$ cat config.mk
export PLATFORM = sky130hd
export DESIGN_NAME = sprite_list_copier
export DESIGN_NICKNAME = d
export VERILOG_FILES = /design/src/sprite_pkg.sv /design/src/sprite_list_copier.sv
export SDC_FILE = /design/constraint.sdc
export NUM_CORES = 1
export LEC_CHECK = 0
export ABC_AREA = 1
export ABC_CLOCK_PERIOD_IN_PS = 6150
export BUFFER_PORTS_ARGS = -buffer_cell sky130_fd_sc_hd__buf_2
export CORE_MARGIN = 3
export CORE_UTILIZATION = 57
export CTS_CLUSTER_DIAMETER = 120
export CTS_CLUSTER_SIZE = 30
export DETAILED_ROUTE_END_ITERATION = 10
export PLACE_DENSITY = 0.91
export SKIP_CTS_REPAIR_TIMING = 1
export SLEW_MARGIN = 40
export SYNTH_ARGS = -nofsm -noshare
export SYNTH_HDL_FRONTEND = slang
export SYNTH_SLANG_ARGS = --single-unit
$ cat constraint.sdc
create_clock -name clk_sys -period 6.15 [get_ports clk_sys]
set_input_delay 1.23 -clock clk_sys [delete_from_list [all_inputs] [get_ports clk_sys]]
set_output_delay 1.23 -clock clk_sys [all_outputs]
set_load 0.005 [all_outputs]
$ cat src/sprite_pkg.sv
// sprite geometry, tile, pen and pixel types, decoded sprite struct, sprite format constants
`default_nettype none

package sprite_pkg;

    // scanline or x position on the line
    typedef logic [7:0]  line_t;
    // sprite x, wraps at 512
    typedef logic [8:0]  xpos_t;
    typedef logic [8:0]  tile_t;
    // pen 0 is see-through
    typedef logic [3:0]  pen_t;
    typedef logic [3:0]  colour_t;
    // line buffer entry holds bank, colour and pen
    typedef logic [11:0] pixel_t;

    // one entry of the sprite buffer after decode
    typedef struct packed {
        tile_t   tile;
        xpos_t   x;
        line_t   y;
        colour_t colour;
        logic    flip_x;
        logic    flip_y;
    } sprite_t;

    // ====================
    // sprite format
    // ====================
    localparam int    SPRITE_SIZE     = 16;
    // raw y is counted up from the bottom of the screen
    localparam line_t Y_ORIGIN        = 8'd240;
    localparam xpos_t X_ORIGIN        = 9'd128;
    localparam pen_t  TRANSPARENT_PEN = 4'd0;

endpackage

`default_nettype wire

$ cat src/sprite_list_copier.sv
// vblank copy of the attribute table into the sprite buffer, with attribute decode
`timescale 1ns/10ps
`default_nettype none

module sprite_list_copier #(
    parameter int NUM_SPRITES = 64
) (
    input  logic                             clk_sys,
    input  logic                             reset,
    input  logic                             vblank,
    output logic [$clog2(NUM_SPRITES*4)-1:0] attr_raddr,
    input  logic [7:0]                       attr_rdata,
    output logic                             buf_we,
    output logic [$clog2(NUM_SPRITES)-1:0]   buf_waddr,
    output sprite_pkg::sprite_t              buf_wdata,
    output logic                             copy_busy
);
    import sprite_pkg::*;

    localparam int IDX_W = $clog2(NUM_SPRITES);

    // one sprite takes the eight states from RD_B0 to NEXT
    typedef enum logic [3:0] {
        IDLE,
        RD_B0,
        RD_B1,
        RD_B2,
        RD_B3,
        CAP_B3,
        DECODE,
        WRITE,
        NEXT
    } state_t;

    state_t           state;
    logic [IDX_W-1:0] idx;
    logic [1:0]       vblank_sr;
    logic             vblank_rise;
    logic [1:0]       byte_sel;
    logic [7:0]       b0;
    logic [7:0]       b1;
    logic [7:0]       b2;
    logic [7:0]       b3;
    sprite_t          spr;

    assign vblank_rise = vblank_sr[0] && !vblank_sr[1];

    // ====================
    // control
    // ====================
    always_ff @(posedge clk_sys) begin
        if (reset) begin
            state     <= IDLE;
            idx       <= '0;
            vblank_sr <= 2'b00;
        end else begin
            vblank_sr <= {vblank_sr[0], vblank};
            case (state)
                IDLE: begin
                    if (vblank_rise) begin
                        idx   <= '0;
                        state <= RD_B0;
                    end
                end
                RD_B0:  state <= RD_B1;
                RD_B1:  state <= RD_B2;
                RD_B2:  state <= RD_B3;
                RD_B3:  state <= CAP_B3;
                CAP_B3: state <= DECODE;
                DECODE: state <= WRITE;
                WRITE:  state <= NEXT;
                NEXT: begin
                    if (idx == IDX_W'(NUM_SPRITES - 1)) begin
                        state <= IDLE;
                    end else begin
                        idx   <= idx + 1'b1;
                        state <= RD_B0;
                    end
                end
                default: state <= IDLE;
            endcase
        end
    end

    // byte address leads the capture by one state
    always_comb begin
        case (state)
            RD_B1:   byte_sel = 2'd1;
            RD_B2:   byte_sel = 2'd2;
            RD_B3:   byte_sel = 2'd3;
            default: byte_sel = 2'd0;
        endcase
    end

    assign attr_raddr = {idx, byte_sel};

    // ====================
    // byte capture and decode
    // ====================
    always_ff @(posedge clk_sys) begin
        case (state)
            RD_B1:  b0 <= attr_rdata;
            RD_B2:  b1 <= attr_rdata;
            RD_B3:  b2 <= attr_rdata;
            CAP_B3: b3 <= attr_rdata;
            DECODE: begin
                spr.y      <= Y_ORIGIN - b0;
                spr.tile   <= {b2[1], b1};
                // bit 0 of b2 extends x to nine bits
                spr.x      <= {b2[0], b3} - X_ORIGIN;
                spr.flip_x <= b2[2];
                spr.flip_y <= b2[3];
                spr.colour <= b2[7:4];
            end
            default: begin
            end
        endcase
    end

    assign buf_we    = (state == WRITE);
    assign buf_waddr = idx;
    assign buf_wdata = spr;
    assign copy_busy = (state != IDLE);

endmodule

`default_nettype wire

* Word level (Yosys, flattened, before mapping)
Index checks and enable logic that the tools add are counted.
** Operators by class
- $add $sub $neg :: 3
- Equal/unequal tests :: 11
- Mux-type cells :: 7
- Reductions and logical operators :: 6
** Operator list (number)
- 4-bit case mux with 9 select lines :: 1
- 4-bit by 3-bit equality test with 1-bit output (second input constant) :: 4
- 6-bit two-way mux :: 2
- 6-bit case mux with 2 select lines :: 1
- 9-bit by 8-bit subtractor with 9-bit output (second input constant) :: 1
- 4-bit by 2-bit equality test with 1-bit output (second input constant) :: 2
- 8-bit subtractor (first input constant) :: 1
- 6-bit by 1-bit adder with 6-bit output (second input constant) :: 1
- 6-bit equality test (second input constant) :: 1
- 2-bit case mux with 3 select lines :: 1
- 4-bit by 1-bit equality test with 1-bit output (second input constant) :: 1
- 4-bit equality test (second input constant) :: 1
- 4-bit zero test :: 1
- 4-bit two-way mux :: 1
- 2-bit != test (second input constant) :: 2
- 4-bit nonzero test :: 1
- 3-bit AND reduction :: 1
- 2-bit nonzero test :: 1
- 1-bit logical AND :: 1
- 1-bit zero test :: 1
- 1-bit two-way mux :: 1
** Storage, ports and cells
- Bits in registers :: 76
- Input bits :: 11
- Output and inout bits :: 48
- Logic and storage cells :: 40

* Logic depth before layout (Yosys ltp)
Gate-level depths: netlist of the first run.
- Word-level depth :: 4
- Depth in mapped cells :: 10
- Mapped depth without buffers :: 10

* Least setup slack after synthesis of the first run
No wires, ideal clock.
- Path type :: register -> register
- Start point :: register state[2]
- End point :: register spr (netlist bit buf_wdata[0]) (enable)
- Library setup time :: 461 ps
- Data arrival time :: 2797 ps
- Required time :: 5689 ps
- Slack :: 2891 ps
- Stages on the path, launching flop included :: 5
- Path buffers :: 0
- Clock period less this slack :: 3259 ps
- Cell sequence :: dfxtp_1 inv_1 nor2_1 inv_1 nor3_1
** Between the ends
- Longest elaborated chain between the ends :: 1
** Ends and longest elaborated chain
- start, declared :: RTL line sprite_list_copier.sv:35 : state_t state;
- start signal, assigned :: RTL line sprite_list_copier.sv:53 : state <= IDLE;
- start signal, assigned :: RTL line sprite_list_copier.sv:62 : state <= RD_B0;
- start signal, assigned :: RTL line sprite_list_copier.sv:65 : RD_B0: state <= RD_B1;
- 4-bit by 3-bit equality test with 1-bit output :: RTL line sprite_list_copier.sv:101 : case (state)
- end, declared :: RTL line sprite_list_copier.sv:44 : sprite_t spr;
No other way between the ends.
A chain may end at the register's enable or synchronous reset.

* Final worst setup path of the first run
- Start point :: register state[0]
- End point :: output port attr_raddr[1]
** Between the ends
- Longest elaborated chain between the ends :: 2
- Elaborated cells between the ends (all ways) :: 4
- Classes of those cells :: eq/ne: 3; mux: 1
** Ends and longest elaborated chain
- 4-bit by 3-bit equality test with 1-bit output / 4-bit by 2-bit equality test with 1-bit output (equally long branches) :: RTL line sprite_list_copier.sv:87 : case (state)
- 2-bit case mux with 3 select lines (*) :: RTL line sprite_list_copier.sv:87
- end, declared :: RTL line sprite_list_copier.sv:11 : output logic [$clog2(NUM_SPRITES*4)-1:0] attr_raddr,
Every way passes the cells marked *; elsewhere a longest branch is shown, timed or not.

==> impl_metrics.toml, run 1 <==
[timing]
finalWorstSetupSlack_ns = 2.829
hold_viol = 0
timing.final.setup_violations = 0
final.setup.tns_ns = 0
timing.final.crit_period_ns = 3.321
timing.slew.headroom = 0.4591
worst_slew_pin_slew_ns = 0.8083
clock-skew-final_ns = 0.005343
final_min_period_over_clock_period = 0.5400
fmax_mhz = 301.1
rsz0062_at_grt = "false"
slew_viol_final = 0

[worst_setup_path]
worst-setup-path-type = "reg2out"
worst_path_largest_cell_delay_ns = 0.66
timing.critical_path.fanout_max = 9
worst-endpoint-required_ns = 4.92
arrival_ns = 2.09
crit_buf_inv = 2
critical-path-top-delay-family = "simple AND/OR/NAND/NOR gates"
critical_path.slowest_cell = "sky130_fd_sc_hd__nor2_1"
setup.worst_path.end_class = "output pin"
worstSetupStartpointType = "flop"
setup.reg_to_reg.worst_slack_ns = 4.44
crit_chain = "nand2_1 > nor2_1 > inv_1 > o21ai_0 > buf_2"

[yosys]
yosys-top-cells-count = "sky130_fd_sc_hd__edfxtp_1, sky130_fd_sc_hd__inv_1, sky130_fd_sc_hd__nor2_1"
yosysMostFrequentCell = "sky130_fd_sc_hd__edfxtp_1"
synth_enable_flop_cells = 64
most_area_consuming_cells_after_synthesis = "sky130_fd_sc_hd__edfxtp_1, sky130_fd_sc_hd__dfxtp_1, sky130_fd_sc_hd__inv_1, sky130_fd_sc_hd__nor2_1, sky130_fd_sc_hd__nand2_1"
yosys_warnings = 0
cell_type_with_the_highest_aggregate_area_in_the_netlist = "sky130_fd_sc_hd__edfxtp_1"
netlist.area_leader.share = 0.7052
post_synth_num_cell_types = 28
syn-num-nets = 192
netlist_area_sq_mm = 0.002725
async_set_or_reset_flop_fraction_in_the_synthesized_netlist = 0
syn_inst = 179
avgSynthCellArea_sq_um = 15.22
synth_sequential_area_ratio = 0.7934
ys_seq_elements = 76
dominantRegCellSynth = "sky130_fd_sc_hd__edfxtp_1"

[placement]
buffer_ports.inserted = 58
routabilityCongestion = 0.7721
post_dp_cell_area_sq_mm = 0.003057
pre_cts_slack_ns = 3.176
post-dp-hpwl_microns = 2986

[global_routing]
grtUsageTotal = 0.1612
grt_max_degree = 33
first_global_vias = 1358
grt_pass1_wl_microns = 6396
globalRouteOverflowTotal = 0
grt_antenna_before_repair = 0

[final_layout]
antennaDiodeCount = 0
finish.net_count = 256
finalInstanceArea_sq_mm = 0.003293
area_growth_syn_to_layout_pct = 20.84
layout-drive-gt1-share = 0.3710

[die]
fp.dieH_microns = 75.15
die_area_sq_mm = 0.005647
fp-row-count = 24
fp.coreArea_sq_mm = 0.004474
floorplan.die.width_microns = 75.15
initial_core_util = 0.6091
top_level_ports = 59

[power]
total_leakage_power_nw = 1.287
irDropWorstVdd_uv = 188.7
power.density_mw_per_mm2 = 323.0
totalPowerFinal_w = 0.001064

[clock_tree]
cts_root_buffer = "sky130_fd_sc_hd__clkbuf_8"
worst_skew_pair.late_latency_ns = 0.33
tritoncts.num_buffers = 9
cts.htree.levels = 3
max-clock-path-buffers = 2
cts_tree = "yes"
clk_transition_reported_paths_ns = 0.07
cts.sink_count = 76

[job]
max_cap_violations = 0

[worst_hold_path]
worst_hold_path_type = "reg2reg"

[run_status]
run_status = "finished clean"

[routing]
vias_per_cell = 4.947
routed-via-count = 1484
drt_iter0_drcs = 66
detailedRoute.firstPassIterationCount = 4
wire_per_inst_microns = 13.78
remaining_drc_errors = 0
ant_nets = 0
routed_wirelength_microns = 4134
## metrics by stage
step,std cells,hold WS (ns),utilization
final,300,0.4190,0.7360
after global routing,300,0.4272,0.7360
after CTS,300,0.4209,0.7360
after detailed placement,284,0.4045,0.6832
after global placement,284,0.4025,0.6820
after floorplan,179,0.4003,-
## power breakdown
group | total [W] | switching, W | internal, W
registers | 0.000584 | 0.00000972 | 0.000574
logic | 0.0000550 | 0.0000353 | 0.0000197
clock network | 0.000425 | 0.000163 | 0.000262
## cell type report
class                           instances  area (sq um)
Multi-Input combinational cell         79         460.4
Clock inverter                          3         67.56
Timing Repair Buffer                   60         305.3
Tap cell                               52         65.06
Fill cell                             281          1181
Inverter                               17         63.81
Sequential cell                        76          2162
Clock buffer                           13         168.9
## logic make-up (layout without fill, tap and decap cells)
kind of cell    count (synthesis)  in the layout  share of synthesized area
compound gates                 10             10                    0.02020
simple gates                   60             60                     0.1134
xor+xnor                        7              7                    0.02250
fa+ha+maj                       2              2                   0.009181
buf+inv                        24             93                    0.04132
flops                          76             76                     0.7934
## worst reg2reg max path, cell delays in order, from the launching register on
cell                      delay [ns]
sky130_fd_sc_hd__dfxtp_1        0.48
sky130_fd_sc_hd__nand2_1        0.18
sky130_fd_sc_hd__nor2_1         0.66
sky130_fd_sc_hd__inv_1          0.15
sky130_fd_sc_hd__a21oi_1        0.17
## flip-flops by register name, summed over array words and instances (netlist names)
signal     cells
b2             8
buf_waddr      6
buf_wdata     32
state          4
b0             8
b1             8
vblank_sr      2
b3             8
## layer usage
layer  GRT usage  wire [microns]
met5           0               0
met4     0.08155              82
met3     0.05207             290
met2      0.2747            2076
met1      0.1821            1684
## final timing paths
kind             from       endpoint  cells past startpoint
max          state[0]  attr_raddr[1]                      5
min             b2[1]  buf_wdata[31]                      0
max reg2reg  state[0]       state[2]                      4
min reg2reg     b2[1]  buf_wdata[31]                      0
## placed cells by master (no fill, tap or decap), types with 3 or more instances in the layout
master	instances
sky130_fd_sc_hd__edfxtp_1	64
sky130_fd_sc_hd__buf_2	58
sky130_fd_sc_hd__inv_1	16
sky130_fd_sc_hd__nor2_1	16
sky130_fd_sc_hd__nand2_1	14
sky130_fd_sc_hd__dfxtp_1	12
sky130_fd_sc_hd__clkbuf_8	12
sky130_fd_sc_hd__nand3_1	9
sky130_fd_sc_hd__xnor2_1	4
sky130_fd_sc_hd__nand2_2	4
sky130_fd_sc_hd__a21oi_1	4
sky130_fd_sc_hd__nor2_2	3
sky130_fd_sc_hd__xor2_1	3
sky130_fd_sc_hd__o21ai_0	3
Note: power is estimated with default switching activity, not from simulation.
==> inputs of run 2 (changes only) <==
ABC_AREA = 0   (was 1)
ABC_CLOCK_PERIOD_IN_PS = 3200   (was 6150)
CORE_UTILIZATION = 53   (was 57)
PLACE_DENSITY = 0.86   (was 0.91)
clock period = 3.2 ns   (was 6.15 ns; I/O delays follow)
==> run 2 against run 1 <==
Sequential power is 99% higher. Clock skew grew 0.0055 ns. Via count rose by 0.13%. Critical path type unchanged.
==> impl_metrics.toml, run 2 <==
[global_routing]
first_global_vias = 1418
globalRouteOverflowTotal = 0
grt_pass1_wl_microns = 7134
grt_max_degree = 33
grt_antenna_before_repair = 0
grtUsageTotal = 0.1604

[die]
fp-row-count = 25
fp.dieH_microns = 77.58
die_area_sq_mm = 0.006018
floorplan.die.width_microns = 77.58
initial_core_util = 0.5600
top_level_ports = 59
fp.coreArea_sq_mm = 0.004848

[routing]
wire_per_inst_microns = 14.68
vias_per_cell = 5.003
drt_iter0_drcs = 110
routed-via-count = 1486
detailedRoute.firstPassIterationCount = 4
routed_wirelength_microns = 4359
ant_nets = 0
remaining_drc_errors = 0

[yosys]
synth_enable_flop_cells = 64
dominantRegCellSynth = "sky130_fd_sc_hd__edfxtp_1"
yosys_warnings = 0
post_synth_num_cell_types = 31
syn-num-nets = 175
avgSynthCellArea_sq_um = 16.76
cell_type_with_the_highest_aggregate_area_in_the_netlist = "sky130_fd_sc_hd__edfxtp_1"
syn_inst = 162
netlist_area_sq_mm = 0.002715
yosys-top-cells-count = "sky130_fd_sc_hd__edfxtp_1, sky130_fd_sc_hd__dfxtp_1, sky130_fd_sc_hd__nor3_1"
async_set_or_reset_flop_fraction_in_the_synthesized_netlist = 0
synth_sequential_area_ratio = 0.7963
yosysMostFrequentCell = "sky130_fd_sc_hd__edfxtp_1"
netlist.area_leader.share = 0.7078
most_area_consuming_cells_after_synthesis = "sky130_fd_sc_hd__edfxtp_1, sky130_fd_sc_hd__dfxtp_1, sky130_fd_sc_hd__buf_4, sky130_fd_sc_hd__xnor2_1, sky130_fd_sc_hd__nor3_1"
ys_seq_elements = 76

[clock_tree]
clk_transition_reported_paths_ns = 0.08
worst_skew_pair.late_latency_ns = 0.34
cts.htree.levels = 3
cts.sink_count = 76
cts_tree = "yes"
cts_root_buffer = "sky130_fd_sc_hd__clkbuf_8"
max-clock-path-buffers = 2
tritoncts.num_buffers = 9

[power]
total_leakage_power_nw = 1.207
p_sw_w = 0.0004406
irDropWorstVdd_uv = 365.9
proportion_of_power_drawn_by_combinational_gates = 0.079
power.sequential.fraction = 0.581
swShare = 0.2214
clkPwrFrac = 0.340
internal-power_w = 0.001549
power.density_mw_per_mm2 = 615.1

[timing]
rsz0062_at_grt = "false"
timing.slew.headroom = 0.5990
worst_slew_pin_slew_ns = 0.6016
slew_viol_final = 0
final.setup.tns_ns = 0
timing.final.setup_violations = 0
hold_viol = 0
timing.final.crit_period_ns = 2.445
finalWorstSetupSlack_ns = 0.7550
fmax_mhz = 409.0
final_min_period_over_clock_period = 0.7641
clock-skew-final_ns = 0.01087

[worst_setup_path]
crit_end = "attr_raddr[1]"
arrival_ns = 1.80
setup.reg_to_reg.worst_slack_ns = 1.51
worst-setup-path-type = "reg2out"
timing.critical_path.fanout_max = 9
crit_path_start = "state[1]"
setup.worst_path.end_class = "output pin"
worstReg2RegEnd = "buf_waddr[5]"
worst-endpoint-required_ns = 2.56
worstSetupStartpointType = "flop"
r2r.worst_path.cells = 5
worst_r2r_startpoint = "buf_waddr[0]"

[final_layout]
layout.filler_cells = 333
area_growth_syn_to_layout_pct = 19.12
final_cell_utilization_of_the_core = 0.6671
largest_reg_flops = 32
mostFrequentLayoutCells = "sky130_fd_sc_hd__edfxtp_1, sky130_fd_sc_hd__buf_2, sky130_fd_sc_hd__dfxtp_1, sky130_fd_sc_hd__clkbuf_8"
antennaDiodeCount = 0
layout-drive-gt1-share = 0.3609
finish.net_count = 238
layout_commonest_cell = "sky130_fd_sc_hd__edfxtp_1"

[run_status]
run_status = "finished clean"

[placement]
buffer_ports.inserted = 58
post-dp-hpwl_microns = 3039
routabilityCongestion = 0.7802
pre_cts_slack_ns = 1.138

[worst_hold_path]
timing.hold.worst_path_depth = 0
worst_hold_path_type = "reg2reg"

[job]
max_cap_violations = 0
-- run 2: changes by cell type after synthesis, moves of 3 or more --
cell | previous run | this run
sky130_fd_sc_hd__o31ai_1 | 0 | 4
sky130_fd_sc_hd__nor2_1 | 16 | 4
sky130_fd_sc_hd__nor2b_1 | 0 | 3
sky130_fd_sc_hd__nand2_2 | 4 | 0
sky130_fd_sc_hd__or4_1 | 0 | 4
sky130_fd_sc_hd__nand3_1 | 9 | 4
sky130_fd_sc_hd__nand2_1 | 14 | 6
sky130_fd_sc_hd__a21boi_1 | 0 | 4
sky130_fd_sc_hd__inv_1 | 16 | 7
sky130_fd_sc_hd__nor3_1 | 4 | 8
sky130_fd_sc_hd__nor2_2 | 3 | 0
-- run 2: cells by family after synthesis --
group	Yosys count	synth area share
AND/OR/NAND/NOR	41	0.08526
flip-flops	76	0.7963
adder cells (fa/ha/maj)	2	0.009215
XOR/XNOR	10	0.03226
AO/OA/AOI/OAI	15	0.03641
buffers and inverters	18	0.04055
-- run 2: how the worst min path moves through the flow --
| stage | slack (ns) | startpoint | endpoint |
|---|---|---|---|
| 4_1_cts | 0.42 | b3[2] | buf_wdata[16] |
| 3_5_place_dp | 0.40 | b3[2] | buf_wdata[16] |
| 2_1_floorplan | 0.40 | b2[3] | buf_wdata[0] |
| 6_report | 0.42 | b1[4] | buf_wdata[27] |
| 5_1_grt | 0.43 | b2[1] | buf_wdata[31] |
| 3_3_place_gp | 0.40 | b2[2] | buf_wdata[1] |
-- run 2: power groups by stage --
stage / clock network (W) / registers [W] / logic (W)
after detailed placement: 0 / 0.00118 / 0.000158
after floorplan: 0 / 0.00116 / 0.000135
after global routing: 0.000735 / 0.00116 / 0.000180
final: 0.000676 / 0.00116 / 0.000158
after CTS: 0.000695 / 0.00116 / 0.000159
after global placement: 0 / 0.00117 / 0.000154
-- run 2: area by class of cell --
type                       instances  area, sq um  area share
multi-input combinational         68        450.4      0.1393
clock buffer                      11        131.4     0.04062
sequential                        76         2162      0.6685
tap                               67        83.83     0.02592
timing repair buffer              63        327.8      0.1014
clock inverter                     5        52.55     0.01625
inverter                           7        26.28    0.008124
-- run 2: worst max-delay path: stages, from the launching register on --
cell	delay, ns
sky130_fd_sc_hd__dfxtp_1	0.48
sky130_fd_sc_hd__or2b_1	0.34
sky130_fd_sc_hd__nor3b_1	0.22
sky130_fd_sc_hd__buf_4	0.21
sky130_fd_sc_hd__or2_2	0.12
sky130_fd_sc_hd__buf_2	0.10
-- run 2: metrics by stage --
| stage | std cells | area (sq um) | hold WS [ns] | power [W] |
|---|---|---|---|---|
| floorplan | 162 | 2715 | 0.4003 | 0.001294 |
| detailed placement | 281 | 3045 | 0.4045 | 0.001335 |
| finish | 297 | 3234 | 0.4167 | 0.001989 |
| global placement | 281 | 3045 | 0.4011 | 0.001327 |
| global route | 297 | 3234 | 0.4280 | 0.002076 |
| CTS | 297 | 3229 | 0.4206 | 0.002010 |
-- run 2: routing by layer --
layer	vias to the layer above	global-route usage	routed length, microns
li1	721	-	-
met5	-	0	0
met2	63	0.2358	2026
met1	692	0.2118	1918
met4	0	0.07651	94
met3	10	0.06032	320
==> inputs of run 3 (changes only) <==
ABC_AREA = 1   (was 0)
ABC_CLOCK_PERIOD_IN_PS = 2100   (was 3200)
CORE_UTILIZATION = 48   (was 53)
PLACE_DENSITY = 0.83   (was 0.86)
clock period = 2.1 ns   (was 3.2 ns; I/O delays follow)
==> run 3 against run 2 <==
Final cell count rose by 8.1%. Clock skew fell by 0.0034 ns. Combinational power rose by 7%. Utilization fell by 3.7 points. Worst hold slack got worse by 0.13 ns. Via count rose by 2.3%. Worst setup slack got worse by 0.57 ns. Non-clock buffer count did not move. Largest power group unchanged.
==> impl_metrics.toml, run 3 (synthesized netlist as in run 1, its figures left out) <==
[final_layout]
layout-drive-gt1-share = 0.3705
finish.net_count = 259
finalInstanceArea_sq_mm = 0.003341
final_cell_utilization_of_the_core = 0.6300
layout.filler_cells = 393
layout_commonest_cell = "sky130_fd_sc_hd__edfxtp_1"
area_growth_syn_to_layout_pct = 22.59
mostFrequentLayoutCells = "sky130_fd_sc_hd__edfxtp_1, sky130_fd_sc_hd__buf_2, sky130_fd_sc_hd__inv_1, sky130_fd_sc_hd__nor2_1, sky130_fd_sc_hd__nand2_1"
antennaDiodeCount = 0
largest_reg_flops = 32

[clock_tree]
cts.htree.levels = 3
cts_tree = "yes"
max-clock-path-buffers = 2
cts.sink_count = 76
clk_transition_reported_paths_ns = 0.07
tritoncts.num_buffers = 9
cts_root_buffer = "sky130_fd_sc_hd__clkbuf_8"
worst_skew_pair.late_latency_ns = 0.34

[worst_hold_path]
timing.hold.worst_path_depth = 3
hold_path_origin = "vblank"
hold_end = "vblank_sr[0]"
worst_hold_path_type = "in2reg"

[global_routing]
grt_antenna_before_repair = 0
grt_max_degree = 33
grt_util_met1 = 0.1607
grtUsageTotal = 0.1421
first_global_vias = 1397
globalRouteOverflowTotal = 0
grt_pass1_wl_microns = 6637
met2_usage = 0.2353
global_route.usage.met3 = 0.04324
grt.busiest_layer = "met2"

[worst_setup_path]
r2r.worst_path.cells = 5
timing.critical_path.fanout_max = 6
setup.worst_path.end_class = "output pin"
worstReg2RegEnd = "buf_wdata[20]"
worst-setup-path-type = "reg2out"
worst_r2r_startpoint = "state[2]"
setup.reg_to_reg.worst_slack_ns = 0.57
arrival_ns = 1.49
worstSetupStartpointType = "flop"
worst-endpoint-required_ns = 1.68

[die]
die_area_sq_mm = 0.006617
initial_core_util = 0.5139
fp-row-count = 26
fp.coreArea_sq_mm = 0.005303
top_level_ports = 59
fp.dieH_microns = 81.35
floorplan.die.width_microns = 81.35

[timing]
clock-skew-final_ns = 0.007484
final.setup.tns_ns = 0
timing.final.setup_violations = 0
final_min_period_over_clock_period = 0.9116
timing.slew.headroom = 0.7535
timing.final.crit_period_ns = 1.914
fmax_mhz = 522.4
rsz0062_at_grt = "false"
finalWorstSetupSlack_ns = 0.1857
slew_viol_final = 0
worst_slew_pin_slew_ns = 0.3697
hold_viol = 0

[placement]
pre_cts_slack_ns = 0.5412
post_dp_cell_area_sq_mm = 0.003103
post-dp-hpwl_microns = 3008
routabilityCongestion = 0.7298
buffer_ports.inserted = 58

[run_status]
run_status = "finished clean"

[power]
total_leakage_power_nw = 1.304
totalPowerFinal_w = 0.003158
power.density_mw_per_mm2 = 945.2
irDropWorstVdd_uv = 481.5

[routing]
wire_per_inst_microns = 13.33
detailedRoute.firstPassIterationCount = 4
routed_wirelength_microns = 4279
routed-via-count = 1520
ant_nets = 0
vias_per_cell = 4.735
remaining_drc_errors = 0
drt_iter0_drcs = 113

[job]
max_cap_violations = 0
## run 3: power breakdown
part | switching (W) | total (W) | leakage (nW) | internal (W)
clock | 0.000495 | 0.00128 | 0.115 | 0.000785
combinational | 0.000106 | 0.000169 | 0.514 | 0.0000628
sequential | 0.0000286 | 0.00171 | 0.675 | 0.00168
total | 0.000630 | 0.00316 | 1.30 | 0.00253
## run 3: final cells by class
class / count / area, sq um / area share
multi-input cells: 79 / 461.7 / 0.1382
clock buffers: 9 / 123.9 / 0.03708
repair buffers: 63 / 327.8 / 0.09813
inverters: 17 / 63.81 / 0.01910
well taps: 70 / 87.58 / 0.02622
flip-flops and latches: 76 / 2162 / 0.6472
clock inverters: 7 / 113.9 / 0.03408
## run 3: worst max-delay path: stages (launching register included)
cell	delay, ns
sky130_fd_sc_hd__dfxtp_1	0.42
sky130_fd_sc_hd__nor2_1	0.09
sky130_fd_sc_hd__inv_1	0.21
sky130_fd_sc_hd__nor2_1	0.08
sky130_fd_sc_hd__or2_1	0.24
sky130_fd_sc_hd__buf_2	0.13
## run 3: metrics by stage
stage	hold WS, ns	cells
floorplan	0.4003	179
global placement	0.4008	305
detailed placement	0.4093	305
CTS	0.2691	321
global route	0.2828	321
finish	0.2830	321
## run 3: metal layers
layer | routed length (microns) | part of all wire | vias to the layer above
met2 | 2194 | 0.51 | 53
met3 | 306 | 0.072 | 7
met5 | 0 | 0 | -
met4 | 59 | 0.014 | 0
li1 | - | - | 754
met1 | 1718 | 0.40 | 706
## run 3: worst max path at each step
stage	from	endpoint	slack (ns)	cells past startpoint
final	state[3]	attr_raddr[0]	0.19	5
after global routing	state[0]	attr_raddr[1]	0.05	5
after CTS	state[0]	attr_raddr[0]	0.16	5
after detailed placement	state[0]	attr_raddr[0]	0.54	5
after global placement	state[0]	attr_raddr[0]	0.59	5
after floorplan	state[3]	attr_raddr[0]	0.27	4
